$ cat config.mk
export PLATFORM = sky130hd
export DESIGN_NAME = csr_unit
export DESIGN_NICKNAME = d
export VERILOG_FILES = /design/src/hdl/csr_pkg.sv /design/src/hdl/csr_file.sv /design/src/hdl/csr_rmw.sv /design/src/hdl/csr_unit.sv /design/src/hdl/trap_ctrl.sv
export SDC_FILE = /design/constraint.sdc
export NUM_CORES = 1
export LEC_CHECK = 0
export BUFFER_PORTS_ARGS = -buffer_cell sky130_fd_sc_hd__buf_4
export CORE_ASPECT_RATIO = 0.5
export CORE_MARGIN = 5
export CORE_UTILIZATION = 63
export DETAILED_ROUTE_END_ITERATION = 8
export GPL_TIMING_DRIVEN = 1
export HOLD_SLACK_MARGIN = 0.12
export PLACE_DENSITY_LB_ADDON = 0.05
export SLEW_MARGIN = 20
export SYNTH_ARGS = -nofsm -noshare
export SYNTH_HDL_FRONTEND = slang
export SYNTH_SLANG_ARGS = --single-unit
$ cat constraint.sdc
create_clock -name clk -period 5.53 [get_ports clk]
set_input_delay 0.553 -clock clk [delete_from_list [all_inputs] [get_ports clk]]
set_output_delay 0.553 -clock clk [all_outputs]
set_load 0.01 [all_outputs]
$ cat src/hdl/csr_pkg.sv
package csr_pkg;

  localparam int XLEN = 32;

  // operation carried by a csr instruction
  typedef enum logic [1:0] {
    CSR_NONE,
    CSR_RW,
    CSR_RS,
    CSR_RC
  } csr_op_e;

  // trap event seen in the current cycle
  typedef enum logic [1:0] {
    TRAP_NONE,
    TRAP_ECALL,
    TRAP_MRET
  } trap_evt_e;

  // one csr instruction from the datapath
  typedef struct packed {
    csr_op_e         op;
    logic [11:0]     addr;
    logic [XLEN-1:0] src;
  } csr_req_t;

  // fetch redirect
  typedef struct packed {
    logic            valid;
    logic [XLEN-1:0] target;
  } redirect_t;

  // machine csr addresses
  localparam logic [11:0] ADDR_MSTATUS  = 12'h300;
  localparam logic [11:0] ADDR_MIE      = 12'h304;
  localparam logic [11:0] ADDR_MTVEC    = 12'h305;
  localparam logic [11:0] ADDR_MSCRATCH = 12'h340;
  localparam logic [11:0] ADDR_MEPC     = 12'h341;
  localparam logic [11:0] ADDR_MCAUSE   = 12'h342;
  localparam logic [11:0] ADDR_MTVAL    = 12'h343;
  localparam logic [11:0] ADDR_MIP      = 12'h344;

  // reset values, all other csrs come up as zero
  localparam logic [XLEN-1:0] RST_MSTATUS  = 32'h0000_1888;
  localparam logic [XLEN-1:0] RST_MSCRATCH = 32'h0802_0000;

  // environment call from m-mode
  localparam logic [XLEN-1:0] CAUSE_ECALL_M = 32'd11;

  // mstatus bit positions
  localparam int MSTATUS_MIE  = 3;
  localparam int MSTATUS_MPIE = 7;

endpackage

$ cat src/hdl/csr_file.sv
`timescale 1ns/1ps

module csr_file (
  input  logic               clk,
  input  logic               reset_x,
  input  logic [11:0]        rd_addr,
  input  logic               wr_en,
  input  logic [31:0]        wr_data,
  input  csr_pkg::trap_evt_e trap_evt,
  input  logic [31:0]        pc,
  output logic [31:0]        rd_data,
  output logic               hit,
  output logic [31:0]        mtvec,
  output logic [31:0]        mepc,
  output logic [31:0]        mstatus
);
  import csr_pkg::*;

  logic [XLEN-1:0] mstatus_q;
  logic [XLEN-1:0] mie_q;
  logic [XLEN-1:0] mtvec_q;
  logic [XLEN-1:0] mscratch_q;
  logic [XLEN-1:0] mepc_q;
  logic [XLEN-1:0] mcause_q;
  logic [XLEN-1:0] mtval_q;
  logic [XLEN-1:0] mip_q;

  // trap side effects take precedence over the instruction write
  always_ff @(posedge clk) begin
    if (!reset_x) begin
      mstatus_q  <= RST_MSTATUS;
      mie_q      <= '0;
      mtvec_q    <= '0;
      mscratch_q <= RST_MSCRATCH;
      mepc_q     <= '0;
      mcause_q   <= '0;
      mtval_q    <= '0;
      mip_q      <= '0;
    end else if (trap_evt == TRAP_ECALL) begin
      mepc_q                  <= pc;
      mcause_q                <= CAUSE_ECALL_M;
      // stack mie into mpie
      mstatus_q[MSTATUS_MIE]  <= 1'b0;
      mstatus_q[MSTATUS_MPIE] <= mstatus_q[MSTATUS_MIE];
    end else if (trap_evt == TRAP_MRET) begin
      // unstack, mpie goes back to one
      mstatus_q[MSTATUS_MIE]  <= mstatus_q[MSTATUS_MPIE];
      mstatus_q[MSTATUS_MPIE] <= 1'b1;
    end else if (wr_en) begin
      case (rd_addr)
        ADDR_MSTATUS:  mstatus_q  <= wr_data;
        ADDR_MIE:      mie_q      <= wr_data;
        ADDR_MTVEC:    mtvec_q    <= wr_data;
        ADDR_MSCRATCH: mscratch_q <= wr_data;
        ADDR_MEPC:     mepc_q     <= wr_data;
        ADDR_MCAUSE:   mcause_q   <= wr_data;
        ADDR_MTVAL:    mtval_q    <= wr_data;
        ADDR_MIP:      mip_q      <= wr_data;
        default: begin
        end
      endcase
    end
  end

  // read mux, unmapped reads return zero
  always_comb begin
    rd_data = '0;
    hit     = 1'b1;
    case (rd_addr)
      ADDR_MSTATUS:  rd_data = mstatus_q;
      ADDR_MIE:      rd_data = mie_q;
      ADDR_MTVEC:    rd_data = mtvec_q;
      ADDR_MSCRATCH: rd_data = mscratch_q;
      ADDR_MEPC:     rd_data = mepc_q;
      ADDR_MCAUSE:   rd_data = mcause_q;
      ADDR_MTVAL:    rd_data = mtval_q;
      ADDR_MIP:      rd_data = mip_q;
      default:       hit     = 1'b0;
    endcase
  end

  assign mtvec   = mtvec_q;
  assign mepc    = mepc_q;
  assign mstatus = mstatus_q;

  // write suppression is decided in trap_ctrl and csr_rmw
  a_no_wr_during_trap: assert property (
    @(posedge clk) disable iff (!reset_x)
    !(wr_en && (trap_evt != TRAP_NONE))
  ) else $error("csr write enabled during trap event");

endmodule

$ cat src/hdl/csr_rmw.sv
`timescale 1ns/1ps

module csr_rmw (
  input  csr_pkg::csr_op_e op,
  input  logic [31:0]      src,
  input  logic [31:0]      old,
  input  logic             hit,
  input  logic             wr_block,
  output logic             wr_en,
  output logic [31:0]      wr_data,
  output logic             illegal
);
  import csr_pkg::*;

  logic op_valid;
  logic src_nz;
  logic may_write;

  assign op_valid = (op != CSR_NONE);
  assign src_nz   = (src != '0);

  // read-modify-write data
  always_comb begin
    case (op)
      CSR_RW:  wr_data = src;
      CSR_RS:  wr_data = old | src;
      CSR_RC:  wr_data = old & ~src;
      default: wr_data = old;
    endcase
  end

  // set or clear with a zero mask is a pure read
  always_comb begin
    case (op)
      CSR_RW:  may_write = 1'b1;
      CSR_RS:  may_write = src_nz;
      CSR_RC:  may_write = src_nz;
      default: may_write = 1'b0;
    endcase
  end

  assign wr_en   = may_write && hit && !wr_block;
  assign illegal = op_valid && !hit;

endmodule

$ cat src/hdl/csr_unit.sv
`timescale 1ns/1ps

module csr_unit (
  input  logic              clk,
  input  logic              reset_x,
  input  csr_pkg::csr_req_t req,
  input  logic              ecall,
  input  logic              mret,
  input  logic [31:0]       pc,
  output logic [31:0]       rd_data,
  output logic              illegal,
  output csr_pkg::redirect_t redirect,
  output logic [31:0]       mstatus
);
  import csr_pkg::*;

  trap_evt_e       trap_evt;
  logic            wr_block;
  logic            wr_en;
  logic            hit;
  logic [XLEN-1:0] wr_data;
  logic [XLEN-1:0] mtvec;
  logic [XLEN-1:0] mepc;

  // priority and redirect
  trap_ctrl i_trap_ctrl (
    .ecall    (ecall),
    .mret     (mret),
    .mtvec    (mtvec),
    .mepc     (mepc),
    .trap_evt (trap_evt),
    .wr_block (wr_block),
    .redirect (redirect)
  );

  // old value comes straight from the read mux
  csr_rmw i_csr_rmw (
    .op       (req.op),
    .src      (req.src),
    .old      (rd_data),
    .hit      (hit),
    .wr_block (wr_block),
    .wr_en    (wr_en),
    .wr_data  (wr_data),
    .illegal  (illegal)
  );

  csr_file i_csr_file (
    .clk      (clk),
    .reset_x  (reset_x),
    .rd_addr  (req.addr),
    .wr_en    (wr_en),
    .wr_data  (wr_data),
    .trap_evt (trap_evt),
    .pc       (pc),
    .rd_data  (rd_data),
    .hit      (hit),
    .mtvec    (mtvec),
    .mepc     (mepc),
    .mstatus  (mstatus)
  );

endmodule

$ cat src/hdl/trap_ctrl.sv
`timescale 1ns/1ps

module trap_ctrl (
  input  logic               ecall,
  input  logic               mret,
  input  logic [31:0]        mtvec,
  input  logic [31:0]        mepc,
  output csr_pkg::trap_evt_e trap_evt,
  output logic               wr_block,
  output csr_pkg::redirect_t redirect
);
  import csr_pkg::*;

  logic [XLEN-1:0] trap_base;

  // direct mode only, low bits of mtvec are the mode field
  assign trap_base = {mtvec[XLEN-1:2], 2'b00};

  // ecall beats mret, both beat a csr write
  always_comb begin
    trap_evt = TRAP_NONE;
    if (ecall) begin
      trap_evt = TRAP_ECALL;
    end else if (mret) begin
      trap_evt = TRAP_MRET;
    end
  end

  assign wr_block = (trap_evt != TRAP_NONE);

  always_comb begin
    redirect.valid  = 1'b0;
    redirect.target = '0;
    case (trap_evt)
      TRAP_ECALL: begin
        redirect.valid  = 1'b1;
        redirect.target = trap_base;
      end
      TRAP_MRET: begin
        redirect.valid  = 1'b1;
        redirect.target = mepc;
      end
      default: begin
      end
    endcase
  end

endmodule

==> Implementation_results.wiki <==
{| class="wikitable"
! Metric !! Value
|-
| Setup repair after global routing missed its margin || no
|-
| Core region area || 20600 um2
|-
| Final number of max-transition violations || 0
|-
| Synth area leaders || sky130_fd_sc_hd__dfxtp_1 39%, sky130_fd_sc_hd__o21ai_0 5.8%, sky130_fd_sc_hd__mux2i_1 5.3%
|-
| Number of search-and-repair iterations in the first detailed-routing pass || 6
|-
| Leading register cell type out of synthesis || sky130_fd_sc_hd__dfxtp_1
|-
| Max Root-Sink Buffers || 3
|-
| Worst Path Arrival || 3260 ps
|-
| Share of synthesized registers carrying an async set or reset || 0%
|-
| Final Wtd Congestion || 0.907
|-
| Relative area change from synthesis to final layout || 16.1%
|-
| Postcts setup bufs || 0
|-
| Remaining DRCs || 0
|-
| Post-synthesis instance area || 13200 um2
|-
| Number of buffers inserted by hold repair at cts || 0
|-
| Seq. cell area || 5120 um2
|-
| Transition time at the pin with the least slew margin || 1220 ps
|-
| Post-route antenna net violation count || 0
|-
| Ordered list of cells on the worst path || buf_6 -> buf_4 -> mux2_2 -> a222oi_1 -> a21oi_1 -> buf_4
|-
| Fraction of layout cells with a size suffix above 1 || 23.0%
|-
| Clock tree root driver cell || sky130_fd_sc_hd__clkbuf_16
|-
| Final nets || 1647
|-
| GR Layer Usage met1 || 52.6%
|-
| Num rows || 37
|-
| Critical path's largest stage delay || 710 ps
|-
| Buffers and inverters on the worst path || 3
|-
| Post-Layout Inst Area || 15400 um2
|-
| Most frequent standard cell in the layout excluding fill and tap cells || sky130_fd_sc_hd__dfxtp_1
|-
| Cell type with the highest aggregate area in the netlist || sky130_fd_sc_hd__dfxtp_1
|-
| Post-Route WL || 48100 um
|-
| Yosys top cell area share || 38.7%
|-
| Iteration-0 DRC count of the detailed router || 1679
|-
| Critical Path Slowest Stage Cell || sky130_fd_sc_hd__buf_6
|-
| Crit path top cell by count || sky130_fd_sc_hd__buf_4
|-
| Sink count of the clock tree || 256
|-
| Placed Cells incl. Taps || 1813
|-
| Pleak || 5.43 nW
|-
| Maximum clock frequency || 262 MHz
|-
| Number of standard cells in the final layout excluding fillers || 1854
|-
| Crit share post-route || 68.9%
|-
| Mean routed wirelength per cell || 26.0 um
|-
| Final worst-path setup slack || 1720 ps
|-
| Total count of hold-check failures in the final report || 0
|-
| Initial Utilization || 64.3%
|-
| Met3 track utilization from global routing || 10.0%
|-
| Global-route wire length before repair || 73800 um
|-
| HP Class || in2reg
|-
| Area taken by multi-input logic gates || 7370 um2
|-
| Total Die Area || 24200 um2
|-
| Maximum fanout along the worst path || 107
|-
| Port-buffer cells || 179
|-
| Setup-failing EPs final || 0
|-
| Synthesized net count || 1571
|-
| Worst slack, placed || 1680 ps
|-
| Die width || 215 um
|-
| Via count || 13500
|-
| Kind of launch point of the worst setup path || input pin
|-
| Number of storage elements in the synthesis netlist || 256
|-
| EDFF count, synth || 0
|-
| Largest net degree at the start of global routing || 108
|-
| DP Wirelength || 30600 um
|-
| H-tree depth reported by CTS || 1
|-
| Antenna diode count || 0
|-
| Layer with the highest usage after global routing || met2
|-
| Most frequent cells in the layout || 256 x sky130_fd_sc_hd__dfxtp_1, 206 x sky130_fd_sc_hd__buf_4, 159 x sky130_fd_sc_hd__nand2_1
|-
| GRT Residual Overflow || 0
|-
| Ratio of total power to cell area || 263 nW/um2
|-
| Critical path start-end classification || in2out
|-
| Via density per instance || 7.27
|-
| Gate family responsible for the most delay along the worst path || buffers and inverters
|-
| Avg Cell Area, Syn || 8.89 um2
|-
| Clock latency at the later pin of the worst-skew pair || 530 ps
|-
| Kind of capture point of the worst setup path || output pin
|-
| # Max-Cap Violations || 0
|-
| Clock Skew || 13.0 ps
|-
| Time the worst path needs with I/O delays and setup || 3810 ps
|-
| Portion of the post-synthesis area used by sequential elements || 38.7%
|-
| Layout Utilization || 74.6%
|-
| Clock tree from TritonCTS || done
|-
| Worst max-slew margin expressed relative to the limit || 18.8%
|-
| Sum of negative setup slack || 0 ps
|-
| Clock-pin slew of the registers on the worst-case setup and hold paths || 70 ps
|-
| Vias in the first global route || 12800
|-
| Synthesis warning total || 0
|-
| Fin Hold WS || 213 ps
|-
| Overall power after layout || 4.04 mW
|-
| Global routing met2 resource utilization || 56.7%
|-
| Status || finished clean
|-
| Boundary pin count || 180
|-
| Data required time at the worst endpoint || 4980 ps
|-
| Placed standard-cell area || 14600 um2
|-
| Gates resized, CTS repair || 0
|-
| Cells after Synth || 1489
|-
| Number of antenna violations at the first check in global routing || 0
|-
| Total routing resource utilization after global routing || 37.7%
|-
| Total CTS buffers || 23
|-
| Die span in y || 112 um
|-
| Largest voltage drop on the vdd net || 220 uV
|-
| # fillers || 1521
|-
| Count of different cell masters after synthesis || 59
|}
kinds of logic after synthesis:
logic type	after synthesis	synth area share, %
compound gates	644	36.1
mux	104	8.19
buf+inv	200	6.22
flops	256	38.7
simple gates	285	10.8
Yosys cell counts, types with 34 or more instances:
master                      number
sky130_fd_sc_hd__dfxtp_1       256
sky130_fd_sc_hd__nand2_1       160
sky130_fd_sc_hd__o21ai_0       153
sky130_fd_sc_hd__clkbuf_1      110
sky130_fd_sc_hd__a21oi_1        95
sky130_fd_sc_hd__mux2i_1        70
sky130_fd_sc_hd__o211ai_1       68
sky130_fd_sc_hd__o2bb2ai_1      58
sky130_fd_sc_hd__a211oi_1       54
sky130_fd_sc_hd__inv_1          43
sky130_fd_sc_hd__o221ai_1       39
sky130_fd_sc_hd__mux2_2         34
sequential cells by signal, summed over array words and instances, names as in the netlist:
name and flops:
i_csr_file.mie_q 32, i_csr_file.mstatus 32, i_csr_file.mepc 32, i_csr_file.mtval_q 32
i_csr_file.mscratch_q 32, i_csr_file.mcause_q 32, i_csr_file.mtvec 32, i_csr_file.mip_q 32
final timing paths:
check,startpoint,end,slack [ps],cells past startpoint
max reg2reg,i_csr_file.mstatus[12],i_csr_file.mepc[12],3490,5
min reg2reg,i_csr_file.mscratch_q[22],i_csr_file.mscratch_q[22],470,1
min,pc[7],i_csr_file.mepc[7],210,3
max,req[32],rd_data[24],1720,6
per-layer routing:
metal | wire (um) | up-vias
met4 | 1850 | 0
met1 | 19600 | 6499
li1 | - | 5843
met5 | 0 | -
met3 | 6220 | 184
met2 | 20500 | 955
worst register-to-register path: stages (launching register included):
cell	delay (ps)
sky130_fd_sc_hd__dfxtp_1	330
sky130_fd_sc_hd__nor3b_1	140
sky130_fd_sc_hd__o21ai_0	260
sky130_fd_sc_hd__a31oi_1	150
sky130_fd_sc_hd__o221ai_1	740
sky130_fd_sc_hd__o221ai_1	240
power breakdown:
group,total [mW],internal (mW),leakage (nW),switching (mW)
registers,1.87,1.86,2.07,0.0150
clock network,1.77,1.02,0.397,0.745
logic,0.398,0.125,2.97,0.273
area by class of cell:
class,count,share of cell area (%)
inverter,44,1.07
clock buffer,32,4.29
timing repair buffer,207,10.1
sequential,256,33.3
tap,273,2.22
clock inverter,9,0.985
multi-input combinational,1033,47.9
(Power assumes the default switching activity.)
